[src/source/core_params.svh]
// reset pc, data width and register address width of the core
`ifndef CORE_PARAMS_SVH
`define CORE_PARAMS_SVH

// first fetch address after reset
`define CORE_RESET_PC 32'h8000_0000

// data and address width
`define CORE_XLEN 32

// register file address width for 32 registers
`define CORE_REG_AW 5

`endif

[src/source/core_pkg.sv]
// shared enum types for the fetch, decode and execute stages
package core_pkg;

	// decoded instruction class that the commit port also reports
	typedef enum logic [2:0] {
		kind_addi    = 3'd0,
		kind_lui     = 3'd1,
		kind_auipc   = 3'd2,
		kind_jal     = 3'd3,
		kind_jalr    = 3'd4,
		kind_sw      = 3'd5,
		kind_ebreak  = 3'd6,
		kind_illegal = 3'd7
	} inst_kind_e;

	// fetch unit state where halt is left only through reset
	typedef enum logic {
		fetch_run  = 1'b0,
		fetch_halt = 1'b1
	} fetch_state_e;

	// major opcodes of the supported subset
	typedef enum logic [6:0] {
		opc_op_imm = 7'b001_0011,
		opc_lui    = 7'b011_0111,
		opc_auipc  = 7'b001_0111,
		opc_jal    = 7'b110_1111,
		opc_jalr   = 7'b110_0111,
		opc_store  = 7'b010_0011,
		opc_system = 7'b111_0011
	} rv_opcode_e;

endpackage

[src/source/dec_exe_if.sv]
// decode to execute link carrying one decoded instruction per cycle
`timescale 1ns/100ps
`include "core_params.svh"

interface dec_exe_if;
	import core_pkg::*;

	logic valid;
	inst_kind_e kind;
	logic [`CORE_XLEN-1:0] pc;
	// operands summed in execute
	logic [`CORE_XLEN-1:0] src1;
	logic [`CORE_XLEN-1:0] src2;
	logic [`CORE_XLEN-1:0] store_data;
	logic [`CORE_REG_AW-1:0] rd;

	modport producer (
		output valid, kind, pc, src1, src2, store_data, rd
	);

	modport consumer (
		input valid, kind, pc, src1, src2, store_data, rd
	);

endinterface

[src/source/core_top.sv]
// core top level joining fetch, decode and execute stages with plain memory and trace ports
`timescale 1ns/100ps
`include "core_params.svh"

module core_top (
	input logic clk,
	input logic rst_n,
	// instruction memory
	output logic [`CORE_XLEN-1:0] imem_addr,
	input logic [`CORE_XLEN-1:0] imem_data,
	// data memory
	output logic dmem_wen,
	output logic [`CORE_XLEN-1:0] dmem_addr,
	output logic [`CORE_XLEN-1:0] dmem_wdata,
	// status
	output logic halt,
	output logic illegal,
	// commit trace
	output logic commit_valid,
	output logic [`CORE_XLEN-1:0] commit_pc,
	output core_pkg::inst_kind_e commit_kind,
	output logic [`CORE_REG_AW-1:0] commit_rd,
	output logic [`CORE_XLEN-1:0] commit_wdata
);

	logic kill;
	logic halt_req;
	logic [`CORE_XLEN-1:0] redirect_pc;
	logic fetch_valid;
	logic [`CORE_XLEN-1:0] fetch_pc;
	logic [`CORE_XLEN-1:0] fetch_inst;
	logic wb_en;
	logic [`CORE_REG_AW-1:0] wb_addr;
	logic [`CORE_XLEN-1:0] wb_data;

	dec_exe_if u_dx ();

	ifu u_ifu (
		.clk(clk),
		.rst_n(rst_n),
		.kill(kill),
		.halt_req(halt_req),
		.redirect_pc(redirect_pc),
		.imem_addr(imem_addr),
		.imem_data(imem_data),
		.fetch_valid(fetch_valid),
		.fetch_pc(fetch_pc),
		.fetch_inst(fetch_inst)
	);

	idu u_idu (
		.clk(clk),
		.rst_n(rst_n),
		.fetch_valid(fetch_valid),
		.fetch_pc(fetch_pc),
		.fetch_inst(fetch_inst),
		.kill(kill),
		.wb_en(wb_en),
		.wb_addr(wb_addr),
		.wb_data(wb_data),
		.dx(u_dx.producer)
	);

	exu u_exu (
		.clk(clk),
		.rst_n(rst_n),
		.dx(u_dx.consumer),
		.kill(kill),
		.halt_req(halt_req),
		.redirect_pc(redirect_pc),
		.wb_en(wb_en),
		.wb_addr(wb_addr),
		.wb_data(wb_data),
		.dmem_wen(dmem_wen),
		.dmem_addr(dmem_addr),
		.dmem_wdata(dmem_wdata),
		.halt(halt),
		.illegal(illegal),
		.commit_valid(commit_valid),
		.commit_pc(commit_pc),
		.commit_kind(commit_kind),
		.commit_rd(commit_rd),
		.commit_wdata(commit_wdata)
	);

endmodule

[src/source/exu.sv]
// execute stage for results, writeback, stores, jumps, halt and commit trace
`timescale 1ns/100ps
`include "core_params.svh"

module exu (
	input logic clk,
	input logic rst_n,
	dec_exe_if.consumer dx,
	// to fetch and decode
	output logic kill,
	output logic halt_req,
	output logic [`CORE_XLEN-1:0] redirect_pc,
	// writeback to the register file
	output logic wb_en,
	output logic [`CORE_REG_AW-1:0] wb_addr,
	output logic [`CORE_XLEN-1:0] wb_data,
	// data memory stores
	output logic dmem_wen,
	output logic [`CORE_XLEN-1:0] dmem_addr,
	output logic [`CORE_XLEN-1:0] dmem_wdata,
	// status
	output logic halt,
	output logic illegal,
	// commit trace
	output logic commit_valid,
	output logic [`CORE_XLEN-1:0] commit_pc,
	output core_pkg::inst_kind_e commit_kind,
	output logic [`CORE_REG_AW-1:0] commit_rd,
	output logic [`CORE_XLEN-1:0] commit_wdata
);
	import core_pkg::*;

	logic live;
	logic is_jump;
	logic is_stop;
	logic writes_rd;
	logic [`CORE_XLEN-1:0] sum;
	logic [`CORE_XLEN-1:0] target;
	logic [`CORE_XLEN-1:0] result;

	// nothing retires once halted
	assign live = dx.valid && !halt;

	assign is_jump = (dx.kind == kind_jal) || (dx.kind == kind_jalr);
	assign is_stop = (dx.kind == kind_ebreak) || (dx.kind == kind_illegal);
	assign writes_rd = is_jump || (dx.kind == kind_addi) ||
		(dx.kind == kind_lui) || (dx.kind == kind_auipc);

	// single adder serves every kind
	assign sum = dx.src1 + dx.src2;
	assign target = (dx.kind == kind_jalr) ? {sum[`CORE_XLEN-1:1], 1'b0} : sum;
	// jumps link the next pc
	assign result = is_jump ? dx.pc + `CORE_XLEN'(4) : sum;

	assign kill = live && (is_jump || is_stop);
	assign halt_req = live && is_stop;
	assign redirect_pc = is_jump ? target : '0;

	// x0 writes are dropped here
	assign wb_en = live && writes_rd && (dx.rd != '0);
	assign wb_addr = dx.rd;
	assign wb_data = result;

	assign dmem_wen = live && (dx.kind == kind_sw);
	assign dmem_addr = sum;
	assign dmem_wdata = dx.store_data;

	// rd and value read zero when nothing is written
	assign commit_valid = live;
	assign commit_pc = dx.pc;
	assign commit_kind = dx.kind;
	assign commit_rd = writes_rd ? dx.rd : '0;
	assign commit_wdata = wb_en ? result : '0;

	// sticky until reset
	always_ff @(posedge clk or negedge rst_n) begin
		if (!rst_n) begin
			halt <= 1'b0;
			illegal <= 1'b0;
		end else if (halt_req) begin
			halt <= 1'b1;
			if (dx.kind == kind_illegal) begin
				illegal <= 1'b1;
			end
		end
	end

endmodule

[src/source/idu.sv]
// decode stage that classifies the instruction and registers its operands for execute
`timescale 1ns/100ps
`include "core_params.svh"

module idu (
	input logic clk,
	input logic rst_n,
	// from fetch
	input logic fetch_valid,
	input logic [`CORE_XLEN-1:0] fetch_pc,
	input logic [`CORE_XLEN-1:0] fetch_inst,
	// from execute
	input logic kill,
	input logic wb_en,
	input logic [`CORE_REG_AW-1:0] wb_addr,
	input logic [`CORE_XLEN-1:0] wb_data,
	// to execute
	dec_exe_if.producer dx
);
	import core_pkg::*;

	// the whole word is compared and not just the opcode
	localparam logic [`CORE_XLEN-1:0] EBREAK_INST = 32'h0010_0073;

	rv_opcode_e opcode;
	logic [2:0] funct3;
	logic [`CORE_REG_AW-1:0] rs1;
	logic [`CORE_REG_AW-1:0] rs2;
	logic [`CORE_XLEN-1:0] imm_i;
	logic [`CORE_XLEN-1:0] imm_u;
	logic [`CORE_XLEN-1:0] imm_j;
	logic [`CORE_XLEN-1:0] imm_s;
	logic [`CORE_XLEN-1:0] imm;
	logic [`CORE_XLEN-1:0] rs1_data;
	logic [`CORE_XLEN-1:0] rs2_data;
	logic [`CORE_XLEN-1:0] src1;
	inst_kind_e kind;

	assign opcode = rv_opcode_e'(fetch_inst[6:0]);
	assign funct3 = fetch_inst[14:12];
	assign rs1 = fetch_inst[19:15];
	assign rs2 = fetch_inst[24:20];

	assign imm_i = {{20{fetch_inst[31]}}, fetch_inst[31:20]};
	assign imm_u = {fetch_inst[31:12], 12'b0};
	assign imm_j = {{12{fetch_inst[31]}}, fetch_inst[19:12], fetch_inst[20],
		fetch_inst[30:21], 1'b0};
	assign imm_s = {{20{fetch_inst[31]}}, fetch_inst[31:25], fetch_inst[11:7]};

	regfile u_regfile (
		.clk(clk),
		.rst_n(rst_n),
		.raddr1(rs1),
		.raddr2(rs2),
		.rdata1(rs1_data),
		.rdata2(rs2_data),
		.wen(wb_en),
		.waddr(wb_addr),
		.wdata(wb_data)
	);

	// anything outside the subset falls to illegal
	always_comb begin
		kind = kind_illegal;
		case (opcode)
			opc_op_imm: if (funct3 == 3'b000) kind = kind_addi;
			opc_lui:    kind = kind_lui;
			opc_auipc:  kind = kind_auipc;
			opc_jal:    kind = kind_jal;
			opc_jalr:   if (funct3 == 3'b000) kind = kind_jalr;
			opc_store:  if (funct3 == 3'b010) kind = kind_sw;
			opc_system: if (fetch_inst == EBREAK_INST) kind = kind_ebreak;
			default:    kind = kind_illegal;
		endcase
	end

	// immediate is zero for ebreak and illegal
	always_comb begin
		case (kind)
			kind_addi, kind_jalr: imm = imm_i;
			kind_lui, kind_auipc: imm = imm_u;
			kind_jal:             imm = imm_j;
			kind_sw:              imm = imm_s;
			default:              imm = '0;
		endcase
	end

	// first operand where lui adds to zero
	always_comb begin
		case (kind)
			kind_jal, kind_auipc: src1 = fetch_pc;
			kind_lui:             src1 = '0;
			default:              src1 = rs1_data;
		endcase
	end

	always_ff @(posedge clk or negedge rst_n) begin
		if (!rst_n) begin
			dx.valid <= 1'b0;
		end else begin
			dx.valid <= fetch_valid && !kill;
		end
	end

	// decode register payload
	always_ff @(posedge clk) begin
		if (fetch_valid) begin
			dx.kind <= kind;
			dx.pc <= fetch_pc;
			dx.src1 <= src1;
			dx.src2 <= imm;
			dx.store_data <= rs2_data;
			dx.rd <= fetch_inst[11:7];
		end
	end

endmodule

[src/source/ifu.sv]
// fetch stage that keeps the pc and registers each fetched word with its address
`timescale 1ns/100ps
`include "core_params.svh"

module ifu (
	input logic clk,
	input logic rst_n,
	// redirect from execute
	input logic kill,
	input logic halt_req,
	input logic [`CORE_XLEN-1:0] redirect_pc,
	// instruction memory answering in the same cycle
	output logic [`CORE_XLEN-1:0] imem_addr,
	input logic [`CORE_XLEN-1:0] imem_data,
	// to decode
	output logic fetch_valid,
	output logic [`CORE_XLEN-1:0] fetch_pc,
	output logic [`CORE_XLEN-1:0] fetch_inst
);
	import core_pkg::*;

	fetch_state_e state;
	logic [`CORE_XLEN-1:0] pc;
	logic running;

	assign running = (state == fetch_run);
	assign imem_addr = pc;

	// pc and run state
	always_ff @(posedge clk or negedge rst_n) begin
		if (!rst_n) begin
			state <= fetch_run;
			pc <= `CORE_RESET_PC;
		end else if (kill) begin
			pc <= redirect_pc;
			// ebreak or illegal stops fetch for good
			if (halt_req) begin
				state <= fetch_halt;
			end
		end else if (running) begin
			pc <= pc + `CORE_XLEN'(4);
		end
	end

	// fetched word is dropped on kill since the younger path is wrong
	always_ff @(posedge clk or negedge rst_n) begin
		if (!rst_n) begin
			fetch_valid <= 1'b0;
		end else begin
			fetch_valid <= running && !kill;
		end
	end

	// fetch register payload
	always_ff @(posedge clk) begin
		if (running) begin
			fetch_pc <= pc;
			fetch_inst <= imem_data;
		end
	end

endmodule

[src/source/regfile.sv]
// 32-entry register file with x0 reading zero and same-cycle writes bypassed to reads
`timescale 1ns/100ps
`include "core_params.svh"

module regfile (
	input logic clk,
	input logic rst_n,
	input logic [`CORE_REG_AW-1:0] raddr1,
	input logic [`CORE_REG_AW-1:0] raddr2,
	output logic [`CORE_XLEN-1:0] rdata1,
	output logic [`CORE_XLEN-1:0] rdata2,
	input logic wen,
	input logic [`CORE_REG_AW-1:0] waddr,
	input logic [`CORE_XLEN-1:0] wdata
);

	// storage for x1..x31 only
	logic [`CORE_XLEN-1:0] regs [31:1];

	always_ff @(posedge clk or negedge rst_n) begin
		if (!rst_n) begin
			for (int i = 1; i < 32; i++) begin
				regs[i] <= '0;
			end
		end else if (wen && (waddr != '0)) begin
			regs[waddr] <= wdata;
		end
	end

	// write-through so decode never waits on execute
	assign rdata1 = (raddr1 == '0) ? '0 :
		(wen && (waddr == raddr1)) ? wdata : regs[raddr1];
	assign rdata2 = (raddr2 == '0) ? '0 :
		(wen && (waddr == raddr2)) ? wdata : regs[raddr2];

endmodule

[config.mk]
export PLATFORM = sky130hd
export DESIGN_NAME = core_top
export DESIGN_NICKNAME = d
export VERILOG_FILES = /design/src/source/core_pkg.sv /design/src/source/dec_exe_if.sv /design/src/source/core_top.sv /design/src/source/exu.sv /design/src/source/idu.sv /design/src/source/ifu.sv /design/src/source/regfile.sv
export VERILOG_INCLUDE_DIRS = /design/src /design/src/source
export SDC_FILE = /design/constraint.sdc
export NUM_CORES = 2
export LEC_CHECK = 0
export BUFFER_PORTS_ARGS = -buffer_cell sky130_fd_sc_hd__buf_2
export CAP_MARGIN = 20
export CORE_AREA = 10 10 388 390
export DETAILED_ROUTE_END_ITERATION = 8
export DIE_AREA = 0 0 398 400
export PLACE_DENSITY_LB_ADDON = 0.1
export SLEW_MARGIN = 0
export SYNTH_ARGS = -nofsm -noshare
export SYNTH_HDL_FRONTEND = slang
export SYNTH_SLANG_ARGS = --single-unit
[constraint.sdc]
create_clock -name clk -period 4.3 [get_ports clk]
set_input_delay 0.86 -clock clk [delete_from_list [all_inputs] [get_ports clk]]
set_output_delay 0.86 -clock clk [all_outputs]
set_load 0.1 [all_outputs]
After elaboration in Yosys (flattened, before gate mapping)
Cells that the tools add are included.
Widths: inputs -> output; s select.
{"block": "classes", "addsub": 3, "mul": 0, "div": 0, "order_cmp": 4, "eq_ne": 24, "shift": 0, "n_mux": 24, "bitwise": 1, "n_reduce_logical": 31}
{"cell": "$bwmux 992", "count": 1}
{"cell": "$mux 32", "count": 11}
{"cell": "$bmux 32 s5", "count": 2}
{"cell": "$demux 32 s5", "count": 1}
{"cell": "$pmux 32 s4", "count": 1}
{"cell": "$add 32x3->32 const B", "count": 2}
{"cell": "$pmux 32 s2", "count": 1}
{"cell": "$add 32x32->32", "count": 1}
{"cell": "$eq 32x21->1 const B", "count": 1}
{"cell": "$eq 7x7->1 const B", "count": 3}
{"cell": "$pmux 3 s7", "count": 1}
{"cell": "$eq 3x3->1 const B", "count": 6}
{"cell": "$lt 5x6->1 const B", "count": 3}
{"cell": "$eq 3x2->1 const B", "count": 5}
{"cell": "$eq 7x5->1 const B", "count": 2}
{"cell": "$eq 7x6->1 const B", "count": 2}
{"cell": "$logic_and 1x1->1", "count": 12}
{"cell": "$eq 5x5->1", "count": 2}
{"cell": "$logic_not 5->1", "count": 2}
{"cell": "$logic_not 3->1", "count": 3}
{"cell": "$eq 3x1->1 const B", "count": 2}
{"cell": "$logic_or 1x1->1", "count": 6}
{"cell": "$reduce_or 2->1", "count": 3}
{"cell": "$ge 5x1->1 const B", "count": 1}
{"cell": "other kinds (9)", "count": 13}
{"block": "totals", "reg_bits": 1229, "latchBits": 0, "ram_bits": 0, "romBits": 0, "input_bits": 34, "out_inout_bits": 172, "elab_cells": 132, "memories": 0}

Logic depth before layout (Yosys ltp)
{"block": "logic_depth", "ltp_word": 11, "ltp_mapped": 13, "mapped_depth_nobuf": 10}

By module
A second synthesis with hierarchy kept.
{"block": "hier_totals", "hier_cells": 4819, "hier_area_um2": 66441.2}
{"mod": "regfile", "instances": 1, "cells_each": 3677, "area_per_inst_um2": 53659.0, "seq_area_each_um2": 24823.8}
{"mod": "idu", "instances": 1, "cells_each": 285, "area_per_inst_um2": 5124.9, "seq_area_each_um2": 4108.9}
{"mod": "ifu", "instances": 1, "cells_each": 280, "area_per_inst_um2": 3882.5, "seq_area_each_um2": 2773.9}
{"mod": "exu", "instances": 1, "cells_each": 577, "area_per_inst_um2": 3774.9, "seq_area_each_um2": 50.0}

Worst setup path after synthesis
No wires, ideal clock.
{"block": "synth_timing", "path_type": "register -> output", "start": "register u_idu.dx.src1[20]", "end": "output port commit_wdata[31]", "arrival_time_ns": 6.080, "required_ns": 3.440, "path_slack_ns": -2.640, "stages_incl_launch_ff": 11, "path_buffers": 2, "cell_sequence": "edfxtp_1 > ha_1 > clkbuf_1 > a21oi_1 > o21ai_0 > o31ai_1 > a31oi_1 > o311ai_1 > o21ai_0 > clkbuf_1 > nor2_1"}
{"block": "synth_via", "elab_chain_len": 3}
{"element": "from (decl)", "line": "dec_exe_if.sv:18", "text": "output valid, kind, pc, src1, src2, store_data, rd"}
{"element": "$add 32x32->32", "line": "exu.sv:50", "text": "assign sum = dx.src1 + dx.src2;"}
{"element": "net dmem_addr[31]", "line": "core_top.sv:13", "text": "output logic [`CORE_XLEN-1:0] dmem_addr,"}
{"element": "$mux 32", "line": "exu.sv:53", "text": "assign result = is_jump ? dx.pc + `CORE_XLEN'(4) : sum;"}
{"element": "$mux 32", "line": "exu.sv:73", "text": "assign commit_wdata = wb_en ? result : '0;"}
{"element": "to (decl)", "line": "core_top.sv:23", "text": "output logic [`CORE_XLEN-1:0] commit_wdata"}
The timed path passes the listed nets, and every way through them passes these cells.

Final worst setup path
{"block": "layout_timing", "start": "register u_idu.dx.src1[2]", "end": "output port commit_wdata[29]"}
{"block": "layout_via", "elab_chain_len": 3}
{"element": "$add 32x32->32", "line": "exu.sv:50"}
{"element": "$mux 32", "line": "exu.sv:53"}
{"element": "$mux 32", "line": "exu.sv:73"}
Every way passes these cells.

==> results_dict.tcl <==
set metrics [dict create \
    io-pin-count 206 \
    area_growth_pct 16.58 \
    worstPathRequired_ps 3440 \
    clkTransAtPathRegs_ps 60 \
    crit_arrival_ps 3710 \
    worst_hold_slack_ps 250.1 \
    synth_nets 5648 \
    max_freq_mhz 218.6 \
    initial_utilization_pct 44.67 \
    synth_top_area_share_pct 40.33 \
    ys_seq_elements 1229 \
    n_antenna_cell 0 \
    synth-compound-area-share_pct 12.70 \
    fp-row-count 139 \
    hold_path.class "input pin to flip-flop" \
    nFillCells 12409 \
    dieArea_mm2 0.1592 \
    antenna_left 0 \
    grt_usage_pct 28.30 \
    core_area_mm2 0.1428 \
    synth_cell_types 80 \
    synthMuxAreaShare_pct 22.15 \
    ys.flop_type "dfrtp_1" \
    power_density_mw_per_mm2 344.9 \
    yosys.area.top_type "dfrtp_1" \
    finalCritPeriodShare_pct 106.4 \
    finalWorstSetupSlack_ps -274.9 \
    drive_gt1_share_pct 26.34 \
    r2r-start "u_ifu.fetch_inst[16]" \
    tightest_slew_ps 1107 \
    finalHoldViolCount 0 \
    post-place-cells 7399 \
    die_y_um 400 \
    cts_buffer_depth 3 \
    yosys-top-cells-count "1146 x nand2_1, 1028 x dfrtp_1, 1018 x o21ai_0" \
    grt_overflow 0 \
    synth_fa_ha_area_share_pct 0.6788 \
    grt_pass1_wl_mm 332.4 \
    ys_async_sr_fraction_pct 83.73 \
    synth.area.top_cells "dfrtp_1 40%, mux4_2 20%, edfxtp_1 9.4%" \
    yosysSeqAreaShare_pct 49.79 \
    antenna_found_initial 6 \
    nets 5727 \
    violations "negative setup slack" \
    critical_path.max_fanout 4 \
    wire_per_inst_um 29.48 \
    num_vias 47560 \
    design_area_mm2 0.07435 \
    cp-start-kind "flip-flop" \
    synth_most_common_cell "nand2_1" \
    regArea_mm2 0.03176 \
    cts_buffers 138 \
    rsz0062_at_grt "true" \
    avgSynthCellArea_um2 11.43 \
    drt_iter0_drc 4918 \
    synth.cell_area_mm2 0.06378 \
    fin_crit_ps 4575 \
    rrSetupSlack_ps 530 \
    maxCapViolCount 0 \
    grt_max_degree 160 \
    worstSetupEndpoint "commit_wdata[29]" \
    dp_hpwl_mm 141.8 \
    clk_latency_ps 790 \
    numPortBuffers 205 \
    firstDrtPassIters 6 \
    cts_root_buf "clkbuf_16" \
    setup_viol 23 \
    drt_wl_total_mm 226.2 \
    pre_cts_ws_ps 128.2 \
    ctsHtreeMaxLevel 4 \
    slew_headroom_pct 26.19 \
    cts_sinks 1229 \
    postPlaceCellArea_mm2 0.06906 \
    tns_ps -3237 \
    skew_ps 26.81 \
    syn_inst 5580 \
    multi_input_area_mm2 0.03121 \
    slew_violations 0 \
    stdcell_count 7674 \
    fp.dieW_um 398 \
    synth_edf_count 200 \
    crit_path_end_kind "output port" \
    grt_pass1_vias 46861 \
    synthSimpleGateAreaFrac_pct 9.981 \
    place_congestion 0.9169 \
    yosys_warnings 0 \
    worstRegToRegCells 6 \
    timing.rr.end "u_idu.dx.src1[22]" \
    viasPerCell 6.198 \
    drc_errors 0 \
    outcome "finished, violations left" \
    ir_drop_v 0.0004379 \
    synth_top_family_by_area "multiplexers" \
    synthXorXnorAreaFrac_pct 1.261 \
    cts_tree "built" \
    p_leak_uw 0.03090 \
    startpoint "u_idu.dx.src1[2]" \
    critical_path_class "flip-flop to output port" \
]
state kept, by name, summed over array words and instances (netlist names):
name,count
u_idu.dx.valid,1
u_ifu.state,1
u_idu.dx.kind,3
u_idu.dx.src1,32
u_ifu.fetch_valid,1
u_idu.dx.pc,32
u_idu.dx.rd,5
u_idu.u_regfile.regs,992
u_idu.dx.store_data,32
u_exu.halt,1
u_idu.dx.src2,32
u_exu.illegal,1
u_ifu.imem_addr,32
u_ifu.fetch_pc,32
u_ifu.fetch_inst,32
report_power, final:
part	switching (uW)	internal, uW	total (uW)
clock	5030	7000	12000
sequential	109	11900	12000
combinational	1210	385	1590
critical path, cell delays in order (launching register included):
cell and delay (ps):
edfxtp_1 370, ha_1 390, o21ai_2 230, o21ai_2 100, a211o_1 370, and3_4 220, or2_4 270, a211oi_4 240
buf_6 160, nand4_1 110, o211ai_1 240, buf_12 240
cells in the final DEF, fill, tap and decap left out, drive strengths merged, types with 10 or more instances in the layout:
cell	n
or2	10
xnor2	41
and2	18
nand2	1146
mux4	560
nand2b	41
or3	14
nand3	36
a21o	21
buf	468
inv	28
a22o	72
o31ai	70
nor2b	18
clkbuf	205
edfxtp	200
o211ai	35
nand4	28
ha	33
o21ai	1030
nor3	21
mux2i	65
nor2	142
xor2	50
and3	21
a21oi	87
a31oi	37
dfrtp	1028
mux2	77
o221ai	15
clkinv	37
timing repair:
action,4_1_cts,5_1_grt
endpoints found under the setup margin,54,38
resized for setup,117,20
hold buffers,1,0
pin swaps,32,15
setup buffers,16,6
endpoints found under the hold margin,13,0
kinds of logic (layout without fill, tap and decap cells):
group / Yosys count / in the layout
XOR/XNOR: 91 / 91
buffers and inverters: 558 / 749
multiplexers: 702 / 702
AND/OR/NAND/NOR: 1531 / 1531
flip-flops: 1229 / 1229
AO/OA/AOI/OAI: 1435 / 1435
adder cells (fa/ha/maj): 34 / 34
metal layers:
layer	wire length, um	vias to the layer above	track usage (%)	share of wire [%]
li1	-	20658	-	-
met5	0	-	0	0
met4	8216	0	10.07	3.6
met3	15120	408	4.658	6.7
met1	97700	24711	39.82	43
met2	105200	1783	44.41	46
how the worst min path moves through the flow:
stage	from	to	slack, ps	cells past startpoint
floorplan	u_ifu.fetch_pc[0]	u_idu.dx.pc[0]	430	0
global route	imem_data[17]	u_ifu.fetch_inst[17]	230	1
CTS	imem_data[4]	u_ifu.fetch_inst[4]	210	1
global placement	u_ifu.fetch_pc[5]	u_idu.dx.pc[5]	430	0
finish	imem_data[24]	u_ifu.fetch_inst[24]	250	1
detailed placement	u_ifu.fetch_pc[0]	u_idu.dx.pc[0]	440	0
final cells by class:
class                      count  area share (%)
multi-input combinational   3793           41.97
inverter                      25          0.1329
tap                         1903           3.202
clock buffer                 202           5.434
timing repair buffer         472           5.875
sequential                  1229           42.72
clock inverter                50          0.6664
stage by stage:
step	total power [uW]	utilization (%)
floorplan	13100	-
global placement	13800	48.34
detailed placement	13800	48.36
CTS	25810	51.98
global route	26390	52.07
finish	25640	52.07
(Power assumes the default switching activity.)
